### config.mk
export PLATFORM = sky130hd
export DESIGN_NAME = hf_read_rx_xcorr
export DESIGN_NICKNAME = d
export VERILOG_FILES = /design/src/hw/hf_reader_pkg.sv /design/src/hw/carrier_hysteresis.sv /design/src/hw/iq_correlator.sv /design/src/hw/ssp_serializer.sv /design/src/hw/hf_read_rx_xcorr.sv
export SDC_FILE = /design/constraint.sdc
export NUM_CORES = 1
export LEC_CHECK = 0
export BUFFER_PORTS_ARGS = -buffer_cell sky130_fd_sc_hd__clkbuf_2
export CAP_MARGIN = 25
export CELL_PAD_IN_SITES_DETAIL_PLACEMENT = 1
export CELL_PAD_IN_SITES_GLOBAL_PLACEMENT = 2
export CORE_MARGIN = 3
export CORE_UTILIZATION = 40
export CTS_BUF_LIST = sky130_fd_sc_hd__clkbuf_16
export DETAILED_ROUTE_END_ITERATION = 7
export HOLD_SLACK_MARGIN = 0.1
export PLACE_DENSITY = 0.86
export SKIP_CTS_REPAIR_TIMING = 1
export SYNTH_ARGS = -nofsm -noshare
export SYNTH_HDL_FRONTEND = slang
export SYNTH_SLANG_ARGS = --single-unit
### constraint.sdc
create_clock -name adc_clk -period 3.55 [get_ports adc_clk]
set_input_delay 0.1775 -clock adc_clk [delete_from_list [all_inputs] [get_ports adc_clk]]
set_output_delay 0.1775 -clock adc_clk [all_outputs]
set_load 0.05 [all_outputs]
### src/hw/hf_reader_pkg.sv
//----------------------------------------------------------
// HF reader receive path shared types and constants
// Sample, accumulator and report widths plus the window and
// serial port timing used by the correlator and the SSP
//----------------------------------------------------------

package hf_reader_pkg;

    //----------------------------------------------------------
    // Data types
    //----------------------------------------------------------

    // One raw ADC sample of the antenna envelope, unsigned
    typedef logic [7:0] adc_sample_t;

    // Correlation accumulator
    // 32 samples of 255 on one side of the reference need 13 bits,
    // one more bit carries the sign
    typedef logic signed [13:0] corr_acc_t;

    // Report byte as the host sees it, signed
    typedef logic signed [7:0] corr_out_t;

    //----------------------------------------------------------
    // Window and serial timing
    //----------------------------------------------------------

    // One report every four subcarrier periods of 16 samples
    localparam int window_len = 64;

    // Width of the window index counter
    localparam int window_bits = 6;

    // Serial bit time in adc_clk cycles, half low and half high
    // Two bytes of 8 bits fill exactly one window at this rate
    localparam int ssp_bit_cycles = 4;

endpackage

### src/hw/carrier_hysteresis.sv
//----------------------------------------------------------
// Carrier presence detector for snoop mode
// Full-scale hysteresis on the ADC samples with a timeout
// that forces the carrier back on after a long low time
//----------------------------------------------------------

`timescale 1ns/1ns

module carrier_hysteresis #(
    parameter int unsigned hyst_timeout = 4095
) (
    input  logic                       adc_clk,
    input  logic                       rst,
    input  hf_reader_pkg::adc_sample_t adc_d,
    output logic                       carrier_on
);

    // Enough bits to count up to the timeout value
    localparam int low_bits = $clog2(hyst_timeout + 1);

    // Number of consecutive cycles the carrier has been seen low
    logic [low_bits-1:0] low_cnt;
    logic                timeout_hit;

    // The last low cycle before the forced return to high
    assign timeout_hit = (low_cnt == low_bits'(hyst_timeout - 1));

    always_ff @(posedge adc_clk)
    begin
        if (rst)
        begin
            // The reader carrier is assumed present out of reset
            carrier_on <= 1'b1;
            low_cnt    <= '0;
        end
        else if (carrier_on)
        begin
            low_cnt <= '0;
            // Only a full-scale zero counts as a modulation gap
            if (adc_d == '0)
            begin
                carrier_on <= 1'b0;
            end
        end
        else if (timeout_hit)
        begin
            // A gap this long is no reader command, so give up on it
            carrier_on <= 1'b1;
            low_cnt    <= '0;
        end
        else
        begin
            low_cnt <= low_cnt + 1'b1;
            // Full scale ends the gap, mid-scale values keep the state
            if (adc_d == '1)
            begin
                carrier_on <= 1'b1;
            end
        end
    end

endmodule

### src/hw/iq_correlator.sv
//----------------------------------------------------------
// I/Q correlator against the 847 kHz subcarrier
// Accumulates 64-sample windows and emits one signed report
// pair per window, with the carrier bit packed in snoop mode
//----------------------------------------------------------

`timescale 1ns/1ns

module iq_correlator (
    input  logic                       adc_clk,
    input  logic                       rst,
    input  hf_reader_pkg::adc_sample_t adc_d,
    input  logic                       snoop,
    input  logic                       carrier_on,
    output logic                       report_valid,
    output hf_reader_pkg::corr_out_t   corr_i,
    output hf_reader_pkg::corr_out_t   corr_q,
    output logic                       dbg
);
    import hf_reader_pkg::*;

    localparam int acc_msb   = $bits(corr_acc_t) - 1;
    localparam int out_w     = $bits(corr_out_t);
    localparam int pad_w     = $bits(corr_acc_t) - $bits(adc_sample_t);

    // Index of the current sample inside its window
    logic [window_bits-1:0] win_k;

    logic      first_k;
    logic      last_k;
    logic      mid_k;
    corr_acc_t sample_ext;
    corr_acc_t acc_i;
    corr_acc_t acc_q;
    corr_acc_t acc_i_next;
    corr_acc_t acc_q_next;

    // Carrier state captured at fixed points of the window
    logic cap_i;
    logic cap_q;

    assign first_k = (win_k == '0);
    assign last_k  = (win_k == window_bits'(window_len - 1));
    assign mid_k   = (win_k == window_bits'(window_len / 2 - 1));

    // Samples are unsigned, so widen them with zeros
    assign sample_ext = corr_acc_t'({{pad_w{1'b0}}, adc_d});

    //----------------------------------------------------------
    // Correlators
    //----------------------------------------------------------

    // I reference is a square wave of 16 samples, high for k[3] clear
    // Q is the same wave shifted by a quarter period
    always_comb
    begin
        if (first_k)
        begin
            acc_i_next = sample_ext;
            acc_q_next = sample_ext;
        end
        else
        begin
            acc_i_next = win_k[3] ? (acc_i - sample_ext) : (acc_i + sample_ext);
            acc_q_next = (win_k[3] == win_k[2]) ? (acc_q + sample_ext)
                                                : (acc_q - sample_ext);
        end
    end

    always_ff @(posedge adc_clk)
    begin
        acc_i <= acc_i_next;
        acc_q <= acc_q_next;
        if (first_k)
        begin
            cap_i <= carrier_on;
        end
        if (mid_k)
        begin
            cap_q <= carrier_on;
        end
    end

    //----------------------------------------------------------
    // Window counter and report strobe
    //----------------------------------------------------------

    always_ff @(posedge adc_clk)
    begin
        if (rst)
        begin
            win_k        <= '0;
            report_valid <= 1'b0;
        end
        else
        begin
            win_k        <= win_k + 1'b1;
            report_valid <= last_k;
        end
    end

    // The report includes the last sample of the window, taken from the
    // next-value path so that it is ready one cycle after that sample
    always_ff @(posedge adc_clk)
    begin
        if (last_k)
        begin
            if (snoop)
            begin
                // Seven bits of tag signal, lowest bit is the reader command
                corr_i <= {acc_i_next[acc_msb -: out_w - 1], cap_i};
                corr_q <= {acc_q_next[acc_msb -: out_w - 1], cap_q};
            end
            else
            begin
                corr_i <= acc_i_next[acc_msb -: out_w];
                corr_q <= acc_q_next[acc_msb -: out_w];
            end
        end
    end

    // Toggles at the subcarrier rate, handy on a scope
    assign dbg = win_k[3];

endmodule

### src/hw/ssp_serializer.sv
//----------------------------------------------------------
// SSP transmitter for the correlation reports
// Shifts each I/Q pair out MSB first with a divided clock
// and one frame pulse at the start of each byte
//----------------------------------------------------------

`timescale 1ns/1ns

module ssp_serializer (
    input  logic                     adc_clk,
    input  logic                     rst,
    input  logic                     report_valid,
    input  hf_reader_pkg::corr_out_t corr_i,
    input  hf_reader_pkg::corr_out_t corr_q,
    output logic                     ssp_clk,
    output logic                     ssp_frame,
    output logic                     ssp_din
);
    import hf_reader_pkg::*;

    localparam int phase_bits = $clog2(ssp_bit_cycles);
    localparam int byte_bits  = $clog2($bits(corr_out_t));
    localparam int pair_bits  = 2 * $bits(corr_out_t);

    // Slot counter spans one pair, the upper bits give the bit number
    logic [window_bits-1:0]            slot_cnt;
    logic [phase_bits-1:0]             phase;
    logic [window_bits-phase_bits-1:0] bit_idx;
    logic                              active;
    logic                              bit_end;

    // I byte in the upper half so that it leaves first
    logic [pair_bits-1:0] shift_q;

    assign phase   = slot_cnt[phase_bits-1:0];
    assign bit_idx = slot_cnt[window_bits-1:phase_bits];
    assign bit_end = (phase == phase_bits'(ssp_bit_cycles - 1));

    //----------------------------------------------------------
    // Slot counter
    //----------------------------------------------------------

    always_ff @(posedge adc_clk)
    begin
        if (rst)
        begin
            slot_cnt <= '0;
            active   <= 1'b0;
        end
        else if (report_valid)
        begin
            // A new pair always restarts the frame sequence
            slot_cnt <= '0;
            active   <= 1'b1;
        end
        else if (active)
        begin
            slot_cnt <= slot_cnt + 1'b1;
            // Go quiet if no further report follows this pair
            if (slot_cnt == '1)
            begin
                active <= 1'b0;
            end
        end
    end

    //----------------------------------------------------------
    // Data shift register
    //----------------------------------------------------------

    // The shift lands on the edge where ssp_clk falls, so the host
    // sees stable data two cycles before its rising sample edge
    always_ff @(posedge adc_clk)
    begin
        if (report_valid)
        begin
            shift_q <= {corr_i, corr_q};
        end
        else if (active && bit_end)
        begin
            shift_q <= {shift_q[pair_bits-2:0], 1'b0};
        end
    end

    // Low half of each bit first, then high
    assign ssp_clk = active & phase[phase_bits-1];

    // Frame marks bit 0 of the I byte and bit 0 of the Q byte
    assign ssp_frame = active & (bit_idx[byte_bits-1:0] == '0);

    assign ssp_din = active & shift_q[pair_bits-1];

endmodule

### src/hw/hf_read_rx_xcorr.sv
//----------------------------------------------------------
// HF reader receive path, top level
// Drives the carrier and sends I/Q subcarrier correlations
// of the antenna samples to the host over SSP
//----------------------------------------------------------

`timescale 1ns/1ns

module hf_read_rx_xcorr #(
    parameter int unsigned hyst_timeout = 4095
) (
    input  logic                       adc_clk,
    input  logic                       rst,
    input  logic                       carrier_clk,
    input  hf_reader_pkg::adc_sample_t adc_d,
    input  logic                       snoop,
    output logic                       pwr_hi,
    output logic                       pwr_lo,
    output logic                       pwr_oe1,
    output logic                       pwr_oe2,
    output logic                       pwr_oe3,
    output logic                       pwr_oe4,
    output logic                       ssp_clk,
    output logic                       ssp_frame,
    output logic                       ssp_din,
    output logic                       dbg
);
    import hf_reader_pkg::*;

    logic      carrier_on;
    logic      report_valid;
    corr_out_t corr_i;
    corr_out_t corr_q;

    // Carrier stays on while reading, off when only listening in
    assign pwr_hi = carrier_clk & ~snoop;

    // Low-frequency drive is not used by this mode
    assign pwr_lo  = 1'b0;
    assign pwr_oe1 = 1'b0;
    assign pwr_oe2 = 1'b0;
    assign pwr_oe3 = 1'b0;
    assign pwr_oe4 = 1'b0;

    carrier_hysteresis #(
        .hyst_timeout (hyst_timeout)
    ) u_carrier_hysteresis (
        .adc_clk    (adc_clk),
        .rst        (rst),
        .adc_d      (adc_d),
        .carrier_on (carrier_on)
    );

    iq_correlator u_iq_correlator (
        .adc_clk      (adc_clk),
        .rst          (rst),
        .adc_d        (adc_d),
        .snoop        (snoop),
        .carrier_on   (carrier_on),
        .report_valid (report_valid),
        .corr_i       (corr_i),
        .corr_q       (corr_q),
        .dbg          (dbg)
    );

    ssp_serializer u_ssp_serializer (
        .adc_clk      (adc_clk),
        .rst          (rst),
        .report_valid (report_valid),
        .corr_i       (corr_i),
        .corr_q       (corr_q),
        .ssp_clk      (ssp_clk),
        .ssp_frame    (ssp_frame),
        .ssp_din      (ssp_din)
    );

endmodule

# Word level (Yosys, flattened, before mapping)
# Cells that the tools add are included.
totals:
  reg_bits: 89
  ramBits: 0
  out_inout_bits: 10
  wordCells: 54
  mem_count: 0
  romBits: 0
  latchBits: 0
classes:
  div_mod_pow: 0
  eq_ne: 7
  n_mul: 0
  n_reduce_logical: 7
  bitwise_logic: 5
  addsub: 7
  order_cmp: 0
  n_shift: 0
  n_mux: 15
op_table:
  columns: ["op", "n"]
  rows:
  - ["14-bit 2-to-1 mux", 4]
  - ["16-bit 2-to-1 mux", 2]
  - ["14-bit by 9-bit adder with 14-bit output", 2]
  - ["14-bit by 9-bit subtractor with 14-bit output", 2]
  - ["12-bit by 1-bit adder with 12-bit output, second input constant", 1]
  - ["6-bit by 1-bit adder with 6-bit output, second input constant", 2]
  - ["12-bit == test, second input constant", 1]
  - ["6-bit == test, second input constant", 2]
  - ["1-bit 2-to-1 mux", 9]
  - ["8-bit == test, second input constant", 1]
  - ["8-bit zero test", 1]
  - ["6-bit by 5-bit == test with 1-bit output, second input constant", 1]
  - ["6-bit zero test", 1]
  - ["1-bit bitwise AND", 4]
  - ["3-bit zero test", 1]
  - ["3-bit OR reduction", 1]
  - ["2-bit == test, second input constant", 1]
  - ["2-bit nonzero test", 1]
  - ["2-bit OR reduction", 1]
  - ["1-bit == test", 1]
  - ["1-bit logical AND", 1]
  - ["1-bit NOT", 1]

# Longest topological paths before layout
# Gate-level depths: netlist (run 1).
depth:
  word_depth: 4
  mapped_depth: 12
  ltp_nobuf: 12

# Hierarchy
# From an unflattened synthesis (run 1), not the netlist that was laid out.
unflattened:
  hier_cells: 507
  area_unflattened_um2: 4971.0
modules_own_cells:
  columns: ["module", "area_per_inst_um2", "cells_each", "seq_area_each_um2", "instances"]
  rows:
  - ["iq_correlator", 3331.9, 362, 1241.2, 1]
  - ["ssp_serializer", 989.7, 71, 620.6, 1]
  - ["carrier_hysteresis", 594.3, 67, 260.2, 1]
  - ["hf_read_rx_xcorr", 55.1, 7, 0.0, 1]

# Worst setup path before layout (run 1)
# Ideal clock, no wire load.
synth_timing:
  path_type: "register to register"
  start: "register u_iq_correlator.win_k[3]"
  end: "register u_iq_correlator.corr_q[7] (data pin)"
  slack_ns: 0.118
  setup_time_ns: 0.271
  arrival_ns: 3.161
  stages_incl_launch_ff: 13
  t_required_ns: 3.279
  path_cell_list: "dfxtp_1 clkbuf_1 inv_1 ha_1 clkbuf_1 nand2b_1 xnor2_1 ha_1 a21o_1 a21oi_1 a21oi_1 o32ai_1 mux2i_1"
synth_via:
  elab_chain_cells: 3
synth_lines:
  columns: ["item", "line", "text"]
  rows:
  - ["start: declaration", "iq_correlator.sv:27", "logic [window_bits-1:0] win_k;"]
  - ["start signal: assignment", "iq_correlator.sv:97", "win_k <= win_k + 1'b1;"]
  - ["1-bit == test", "iq_correlator.sv:65", "acc_q_next = (win_k[3] == win_k[2]) ? (acc_q + sample_ext)"]
  - ["14-bit 2-to-1 mux", "iq_correlator.sv:65", null]
  - ["14-bit 2-to-1 mux (*)", "iq_correlator.sv:57", "if (first_k)"]
  - ["named net u_iq_correlator.acc_q_next[13]", "iq_correlator.sv:36", "corr_acc_t acc_q_next;"]
  - ["end signal: assignment", "iq_correlator.sv:112", "corr_q <= {acc_q_next[acc_msb -: out_w - 1], cap_q};"]
  - ["end signal: assignment", "iq_correlator.sv:117", "corr_q <= acc_q_next[acc_msb -: out_w];"]
  - ["end: declaration", "iq_correlator.sv:17", "output hf_reader_pkg::corr_out_t corr_q,"]
# The timed path passes the listed nets; every way through them passes the cells marked *.
# A chain may end at the register's enable or synchronous reset.

# Worst setup path after layout (run 1)
layout_timing:
  start: "register u_iq_correlator.win_k[2]"
  end: "register u_iq_correlator.corr_q[0] (data pin)"
layout_via:
  elab_chain_cells: 4
layout_lines:
  columns: ["item", "line", "text"]
  rows:
  - ["1-bit == test", "iq_correlator.sv:65", null]
  - ["14-bit 2-to-1 mux", "iq_correlator.sv:65", null]
  - ["14-bit 2-to-1 mux (*)", "iq_correlator.sv:57", null]
  - ["named net u_iq_correlator.acc_q_next[6]", "iq_correlator.sv:36", null]
  - ["1-bit 2-to-1 mux (*)", "iq_correlator.sv:108", "if (snoop)"]
# Marked as above.

==> results.cfg, run 1 <==
[setup_path]
crit_path_end_kind = flop
criticalPathCategory = flop to flop
crit_slowest_cell = ha_1
reg2reg_to = u_iq_correlator.corr_q[0]
worstSetupStartpoint = u_iq_correlator.win_k[2]
crit_required_ns = 3.65
rr_worst_depth = 9
r2r_setup_slack_ns = 0.53
cp.arrival_ns = 3.12
path_max_fanout = 12
slowest_delay_ns = 0.51
reg2reg_from = u_iq_correlator.win_k[2]
start_kind = flop
path_cells = inv_1, ha_1, o21ai_0, fa_1, a211oi_2, o21ai_1, a21oi_1, o31ai_1, mux2_1

[route]
drc = 0
wl_per_cell_um = 16.14
route.antenna.remaining_nets = 0
routed_wl_mm = 10.47
drtIter0Drc = 152
num_vias = 3477
drtPass1Iterations = 5
avgViaCountPerCell = 5.357

[floorplan]
die_x_um = 115.6
io_pins = 22
die_area_mm2 = 0.01336
die_height_um = 115.6
core_area_mm2 = 0.01156
start_util_pct = 41.53
rows = 39

[logic_synthesis]
synth_top_area_cell = dfxtp_1
synth_async_sr_flop_share_pct = 0
ys_top_cells_by_area = dfxtp_1, edfxtp_1, ha_1
ys_seq_area_share_pct = 44.18
synth_cell_types = 57
synth-edff-count = 34
synth_fa_ha_area_share_pct = 9.951
avgSynthCellArea_um2 = 9.783
synthXorXnorAreaFrac_pct = 8.023
yosysTopAreaCellShare_pct = 22.92
ys_seq_elements = 89
synth_top_family_by_area = simple AND/OR/NAND/NOR gates
synth_compound_area_share_pct = 11.44
synth_ff_type = dfxtp_1
yosys.area_share.simple_pct = 18.08
syn-cell-area_mm2 = 0.004803
synth.area.mux_share_pct = 4.819
synth_warnings = 0
netlist_instances = 491

[status]
outcome = complete, no violations

[pwr]
power.static_leakage_uw = 0.002093
peakVddDrop_uv = 259.7
p_total_uw = 3221
powerDensity_mw_per_mm2 = 609.4

[sta]
final-max-slew-violation-count = 0
hold_slack_ns = 0.1393
clock_skew_ns = 0.005782
timing.fmax_mhz = 330.6
worstMarginPinSlew_ns = 0.7808
fin_ws_ns = 0.5253
min_period_ns = 3.025
grt_setup_unrepaired = no
period_share_pct = 85.20
hold_violations = 0
max_slew_margin_pct = 47.95
setup_viol = 0
fin_tns_setup_ns = 0

[cts]
clk_latency_ns = 0.35
cts_root_buf = clkbuf_16
path_clk_slew_ns = 0.07
clock_sink_count = 89
numCtsBuffers = 9
cts_tree = built
ctsHtreeMaxLevel = 3
cts_buffer_depth = 2

[grt]
grt_pass1_vias = 3577
grt_max_degree = 29
grt_pass1_wl_mm = 17.82
grt.overflow.total = 0
grt_usage_pct = 17.04
antenna_found_initial = 0

[layout]
fillers = 1324
final_nets = 550
syn2layout_area_growth_pct = 10.03
drive_gt1_share_pct = 11.46
diodes = 0

[placed_design]
dpl_worst_slack_ns = 0.3841
portBuffers = 16
gp_congestion = 0.8110
dp_hpwl_mm = 7.737

[hold_path]
holdPathEnd = u_iq_correlator.win_k[0]
hp-class = input pin to flop
holdCritStartpoint = rst
min_path_cells = 2

[job]
drv_cap = 0
## routing by layer
layer	part of all wire [%]	global-route usage, %	up-vias
li1	-	-	1742
met1	48	21.88	1700
met2	48	28.40	28
met3	3.0	5.222	7
met4	0.92	3.756	0
met5	0	0	-
## sequential cells by signal, indices dropped and copies added, names as in the netlist
register and count:
u_carrier_hysteresis.carrier_on 1, u_carrier_hysteresis.low_cnt 12, u_iq_correlator.acc_i 14, u_iq_correlator.acc_q 14, u_iq_correlator.cap_i 1, u_iq_correlator.cap_q 1
u_iq_correlator.corr_i 8, u_iq_correlator.corr_q 8, u_iq_correlator.report_valid 1, u_iq_correlator.win_k 6, u_ssp_serializer.active 1, u_ssp_serializer.shift_q 16
u_ssp_serializer.slot_cnt 6
## worst max-delay path by stage
stage / depth (start not counted) / slack, ns / to
2_1_floorplan: 12 / 0.12 / u_iq_correlator.corr_q[7]
3_3_place_gp: 13 / 0.50 / u_iq_correlator.corr_i[7]
3_5_place_dp: 12 / 0.38 / u_iq_correlator.corr_i[1]
4_1_cts: 9 / 0.52 / u_iq_correlator.corr_q[0]
5_1_grt: 10 / 0.27 / u_iq_correlator.corr_q[7]
6_report: 9 / 0.53 / u_iq_correlator.corr_q[0]
## placed cells by master, fill, tap and decap left out, types with 6 or more instances in the layout
| cell type | instances |
|---|---|
| nand2b_1 | 8 |
| and3_1 | 6 |
| nand4_1 | 8 |
| edfxtp_1 | 34 |
| ha_1 | 35 |
| inv_1 | 13 |
| xor2_1 | 16 |
| xnor2_1 | 28 |
| nand2_1 | 47 |
| nor3_1 | 10 |
| nor2_1 | 50 |
| nand3_1 | 17 |
| a21oi_1 | 20 |
| o21ai_0 | 21 |
| dfxtp_1 | 55 |
| clkbuf_16 | 10 |
| clkbuf_2 | 16 |
| mux2_2 | 16 |
| a21o_1 | 12 |
## worst max-delay path, delay by kind of cell, from the launching register on
kind            cells  cell delay [ns]
fa+ha+maj           2             1.02
compound gates      5             0.97
flops               1             0.41
mux                 1             0.32
buf+inv             1             0.07
## synth_stat cells (all sizes together) (5+ instances only)
cell and count:
inv 14, xnor2 28, nor2 50, edfxtp 34
nor3 10, buf 11, a21o 12, clkbuf 13
xor2 16, nand3 17, nand2b 8, o21ai 23
ha 35, a21oi 20, and3 6, mux2 17
dfxtp 55, nand4 8, and2 5, o21a 5
nand2 47, nor2b 5
## layout make-up
type                            count  area, µm²  share of cell area, %
Clock buffer                       10      250.2                  4.735
Clock inverter                      6      47.55                 0.8996
Inverter                           14      52.55                 0.9943
Multi-Input combinational cell    368       2531                  47.89
Sequential cell                    89       2122                  40.15
Tap cell                          143      178.9                  3.385
Timing Repair Buffer               19      102.6                  1.941
## stage by stage
step / util, % / std cells / instance area, µm²
finish: 45.70 / 649 / 5285
CTS: 45.70 / 649 / 5285
detailed placement: 43.12 / 633 / 4987
global placement: 43.12 / 633 / 4987
global route: 45.70 / 649 / 5285
floorplan: - / 495 / 4818
## report_power, final
group | switching [µW] | total (µW) | internal (µW) | leakage, µW
clock network | 419 | 942 | 523 | 0.000140
registers | 50.7 | 1250 | 1200 | 0.000755
logic | 616 | 1030 | 411 | 0.00120
total | 1090 | 3220 | 2130 | 0.00209
## cell families (layout without fill, tap and decap cells)
group / count (synthesis) / in the layout
compound gates: 85 / 85
xor+xnor: 44 / 44
fa+ha+maj: 37 / 37
buf+inv: 38 / 49
flops: 89 / 89
mux: 21 / 21
other cells: 1 / 5
simple gates: 176 / 176
Note: power is estimated with default switching activity, not from simulation.
==> run 2: changes to the inputs <==
Settings changed: CORE_UTILIZATION 40 to 25, PLACE_DENSITY 0.86 to 0.6.
==> run 2 against run 1 <==
Effect of this change:
- final area grew 2.1%
- core utilization shrank 17 points
- clock power shrank 2%
- maximum frequency shrank 0.32%
- routed wire length grew 9.2%
- non-clock buffer count grew 2
- highest routed layer unchanged
==> results.cfg, run 2 (synthesis results as in run 1) <==
[grt]
grt_pass1_wl_mm = 19.60
grt_max_degree = 29
grt_usage_pct = 12.07
grt_pass1_vias = 3769
grt.overflow.total = 0
antenna_found_initial = 0

[pwr]
combPwrFrac_pct = 32.6
power.static_leakage_uw = 0.002095
p_total_uw = 3228
switchingPower_uw = 1125
sw_frac_of_total_pct = 34.85
peakVddDrop_uv = 284.9
clockPowerShare_pct = 28.7
seqPwrFrac_pct = 38.7
powerDensity_mw_per_mm2 = 598.1
p_int_uw = 2103

[layout]
diodes = 0
final_area_mm2 = 0.005396
layout_commonest_cell = dfxtp_1
drive_gt1_share_pct = 11.81
largest_reg_flops = 16
final_nets = 552
syn2layout_area_growth_pct = 12.35
layout_common_cells = dfxtp_1, nor2_1, nand2_1, ha_1, edfxtp_1
reg_top3 = u_ssp_serializer.shift_q (16), u_iq_correlator.acc_i (14), u_iq_correlator.acc_q (14)
finalNonFillerCells = 742
fillers = 2163
largest_register = u_ssp_serializer.shift_q

[route]
wl_per_cell_um = 15.41
drc = 0
drtPass1Iterations = 4
num_vias = 3495
routed_wl_mm = 11.44
route.antenna.remaining_nets = 0
drtIter0Drc = 163
avgViaCountPerCell = 4.710

[cts]
path_clk_slew_ns = 0.07
cts_tree = built
cts_buffer_depth = 2
clock_sink_count = 89
cts_root_buf = clkbuf_16
numCtsBuffers = 9
ctsHtreeMaxLevel = 3
clk_latency_ns = 0.35

[placed_design]
dp.cells = 726
dpl_cell_area_mm2 = 0.005116
portBuffers = 16
dp_hpwl_mm = 8.505
gp_congestion = 0.7462

[setup_path]
start_kind = flop
cp.arrival_ns = 3.13
r2r_setup_slack_ns = 0.52
crit_required_ns = 3.65
crit_path_end_kind = flop
criticalPathCategory = flop to flop
path_max_fanout = 12

[sta]
worstMarginPinSlew_ns = 0.8251
min_period_ns = 3.034
final-max-slew-violation-count = 0
period_share_pct = 85.47
setup_viol = 0
max_slew_margin_pct = 44.99
grt_setup_unrepaired = no
clock_skew_ns = 0.008957
fin_tns_setup_ns = 0
timing.fmax_mhz = 329.6
hold_slack_ns = 0.1710
hold_violations = 0

[status]
outcome = complete, no violations

[floorplan]
die_area_mm2 = 0.02091
die_height_um = 144.6
start_util_pct = 25.59
core_area_mm2 = 0.01877
rows = 50
die_x_um = 144.6
io_pins = 22

[hold_path]
hp-class = input pin to flop

[job]
drv_cap = 0
run 2: changes by cell type in the layout (fill, tap and decap cells not counted), sizes merged:
| cell | delta |
|---|---|
| clkbuf | -1 |
| inv | +2 |
| clkinv | -2 |
| clkinvlp | +1 |
| buf | +2 |
run 2: power by group through the flow:
stage	clock network [µW]	logic [µW]	registers, µW
6_report	925	1050	1250
5_1_grt	998	1210	1260
4_1_cts	967	1060	1250
3_5_place_dp	0	1050	1270
3_3_place_gp	0	1030	1270
2_1_floorplan	0	805	1260
run 2: layer usage:
layer / vias to the layer above / routed length [µm] / GRT usage [%]
met1: 1710 / 5682 / 15.93
met4: 0 / 168 / 3.829
met5: - / 0 / 0
li1: 1748 / - / -
met3: 10 / 292 / 2.745
met2: 27 / 5294 / 19.63
run 2: metrics by stage:
stage | utilization (%) | setup WS [ns]
final | 28.75 | 0.5157
after global routing | 28.75 | 0.1997
after CTS | 28.75 | 0.4864
after detailed placement | 27.26 | 0.3608
after global placement | 27.26 | 0.3954
after floorplan | - | 0.1178
run 2: final cells by class:
cell class              instances  area (µm²)  area share [%]
clock buffers                   9       225.2           4.173
flip-flops and latches         89        2122           39.32
well taps                     234       292.8           5.425
inverters                      14       52.55          0.9738
clock inverters                 7       55.05           1.020
repair buffers                 21       117.6           2.179
multi-input cells             368        2531           46.90
run 2: worst max-delay path, stage by stage (launching register included):
cell	delay [ns]
dfxtp_1	0.39
inv_1	0.06
ha_1	0.52
nand2b_1	0.14
xnor2_1	0.17
ha_1	0.41
a211oi_2	0.11
o21ai_1	0.36
and3_1	0.22
o31ai_1	0.09
mux2_1	0.31
run 2: worst paths after layout:
check | start | end | depth (start not counted)
max | u_iq_correlator.win_k[2] | u_iq_correlator.corr_q[0] | 10
min | rst | u_iq_correlator.win_k[3] | 2
max reg2reg | u_iq_correlator.win_k[2] | u_iq_correlator.corr_q[0] | 10
min reg2reg | u_iq_correlator.win_k[0] | u_iq_correlator.win_k[0] | 1
==> run 3: changes to the inputs <==
Settings changed: REMOVE_ABC_BUFFERS set to 1.
==> run 3 against run 2 <==
Effect of this change:
- worst setup slack got worse by 0.18 ns
- count of clock-buffer cells in the layout unchanged
- sequential power about the same
- global-route usage decreased by 0.20 points
- sequential share of layout area about the same
==> results.cfg, run 3 (synthesis results as in run 1) <==
[layout]
fillers = 2147
diodes = 0
largest_register = u_ssp_serializer.shift_q
drive_gt1_share_pct = 11.64
layout_commonest_cell = dfxtp_1
multi_input_area_mm2 = 0.002531
layout_common_cells = dfxtp_1, nor2_1, nand2_1, ha_1, edfxtp_1
reg_top3 = u_ssp_serializer.shift_q (16), u_iq_correlator.acc_i (14), u_iq_correlator.acc_q (14)
largest_reg_flops = 16
final_area_mm2 = 0.005403
syn2layout_area_growth_pct = 12.48
final_nets = 551
area.sequential_mm2 = 0.002122

[sta]
hold_violations = 0
max_slew_margin_pct = 38.19
hold_slack_ns = 0.1706
grt_setup_unrepaired = no
min_period_ns = 3.213
timing.fmax_mhz = 311.2
setup_viol = 0
clock_skew_ns = 0.01046
period_share_pct = 90.50
fin_tns_setup_ns = 0
worstMarginPinSlew_ns = 0.9271
final-max-slew-violation-count = 0
fin_ws_ns = 0.3371

[route]
drtPass1Iterations = 4
drtIter0Drc = 176
route.antenna.remaining_nets = 0
routed_wl_mm = 11.54
avgViaCountPerCell = 4.741
num_vias = 3513
drc = 0
wl_per_cell_um = 15.57

[floorplan]
start_util_pct = 25.59
die_x_um = 144.6
die_height_um = 144.6
io_pins = 22
core_area_mm2 = 0.01877
die_area_mm2 = 0.02091
rows = 50

[status]
outcome = complete, no violations

[placed_design]
portBuffers = 16
dp_hpwl_mm = 8.501
dpl_cell_area_mm2 = 0.005109
dpl_worst_slack_ns = 0.3219
gp_congestion = 0.7478

[grt]
grt_pass1_wl_mm = 19.38
grt.overflow.total = 0
antenna_found_initial = 0
grt_pass1_vias = 3685
grt_usage_pct = 11.87
grt_max_degree = 29

[setup_path]
cp_num_buf_inv = 1
slowest_delay_ns = 0.51
cp.arrival_ns = 3.38
r2r_setup_slack_ns = 0.34
reg2reg_to = u_iq_correlator.corr_q[7]
criticalPathCategory = flop to flop
rr_worst_depth = 10
crit_required_ns = 3.71
path_cells = inv_1, ha_1, nand2b_1, xnor2_1, ha_1, a21o_1, a21oi_1, a21oi_1, o32ai_1, mux2i_1
crit_slowest_cell = ha_1
path_max_fanout = 12
reg2reg_from = u_iq_correlator.win_k[2]
start_kind = flop
cp_top_family = compound AO/OA/AOI/OAI gates
crit_path_end_kind = flop

[pwr]
combPwrFrac_pct = 32.2
switchingPower_uw = 1111
clockPowerShare_pct = 29.7
p_int_uw = 2161
peakVddDrop_uv = 255.9
p_total_uw = 3272
sw_frac_of_total_pct = 33.96
seqPwrFrac_pct = 38.1
power.static_leakage_uw = 0.002102
powerDensity_mw_per_mm2 = 605.6

[cts]
cts_root_buf = clkbuf_16
numCtsBuffers = 9
ctsHtreeMaxLevel = 3
path_clk_slew_ns = 0.07
cts_buffer_depth = 2
clk_latency_ns = 0.35
cts_tree = built
clock_sink_count = 89

[hold_path]
holdPathEnd = u_iq_correlator.win_k[0]
min_path_cells = 2
hp-class = input pin to flop
holdCritStartpoint = rst

[job]
drv_cap = 0
run 3: cell count changes in the layout (fill, tap and decap cells not counted), sizes merged:
cell / previous run / this run
clkinvlp: 3 / 1
buf: 5 / 4
inv: 18 / 16
clkinv: 0 / 3
bufinv: 0 / 1
run 3: routing by layer:
layer  global-route usage, %  vias up  part of all wire [%]
met3                   2.116       11                   2.1
met4                   4.320        0                   1.6
met2                   19.21       32                    47
met5                       0        -                     0
met1                   15.88     1719                    50
li1                        -     1751                     -
run 3: how the worst max path moves through the flow:
stage,startpoint,endpoint,slack [ns],cells past startpoint
floorplan,u_iq_correlator.win_k[3],u_iq_correlator.corr_q[0],0.32,10
global placement,adc_d[0],u_iq_correlator.corr_i[1],0.28,12
detailed placement,adc_d[0],u_iq_correlator.corr_i[1],0.32,12
CTS,u_iq_correlator.win_k[2],u_iq_correlator.corr_q[7],0.31,10
global route,u_iq_correlator.win_k[2],u_iq_correlator.corr_q[7],0.1,10
finish,u_iq_correlator.win_k[2],u_iq_correlator.corr_q[7],0.34,10
run 3: layout make-up:
type                            instances  area share, %
Inverter                               14         0.9727
Clock buffer                            9          4.169
Tap cell                              234          5.419
Timing Repair Buffer                   20          2.038
Multi-Input combinational cell        368          46.85
Sequential cell                        89          39.28
Clock inverter                          7          1.274
run 3: per-stage QoR:
step                util (%)  instances
finish                 28.79        741
global route           28.79        741
CTS                    28.79        741
detailed placement     27.22        725
floorplan                  -        471
global placement       27.22        725
run 3: worst reg2reg max path, delay by kind of cell, from the launching register on:
family | cells | cell delay (ns)
simple gates | 1 | 0.13
buf+inv | 1 | 0.06
flops | 1 | 0.39
compound gates | 4 | 1.05
mux | 1 | 0.31
fa+ha+maj | 2 | 0.85
xor+xnor | 1 | 0.24
run 3: power by group through the flow:
stage	logic (µW)	registers, µW	clock network, µW
floorplan	786	1260	0
CTS	1060	1250	1010
detailed placement	1050	1270	0
global placement	1030	1270	0
finish	1050	1250	971
global route	1180	1260	1050
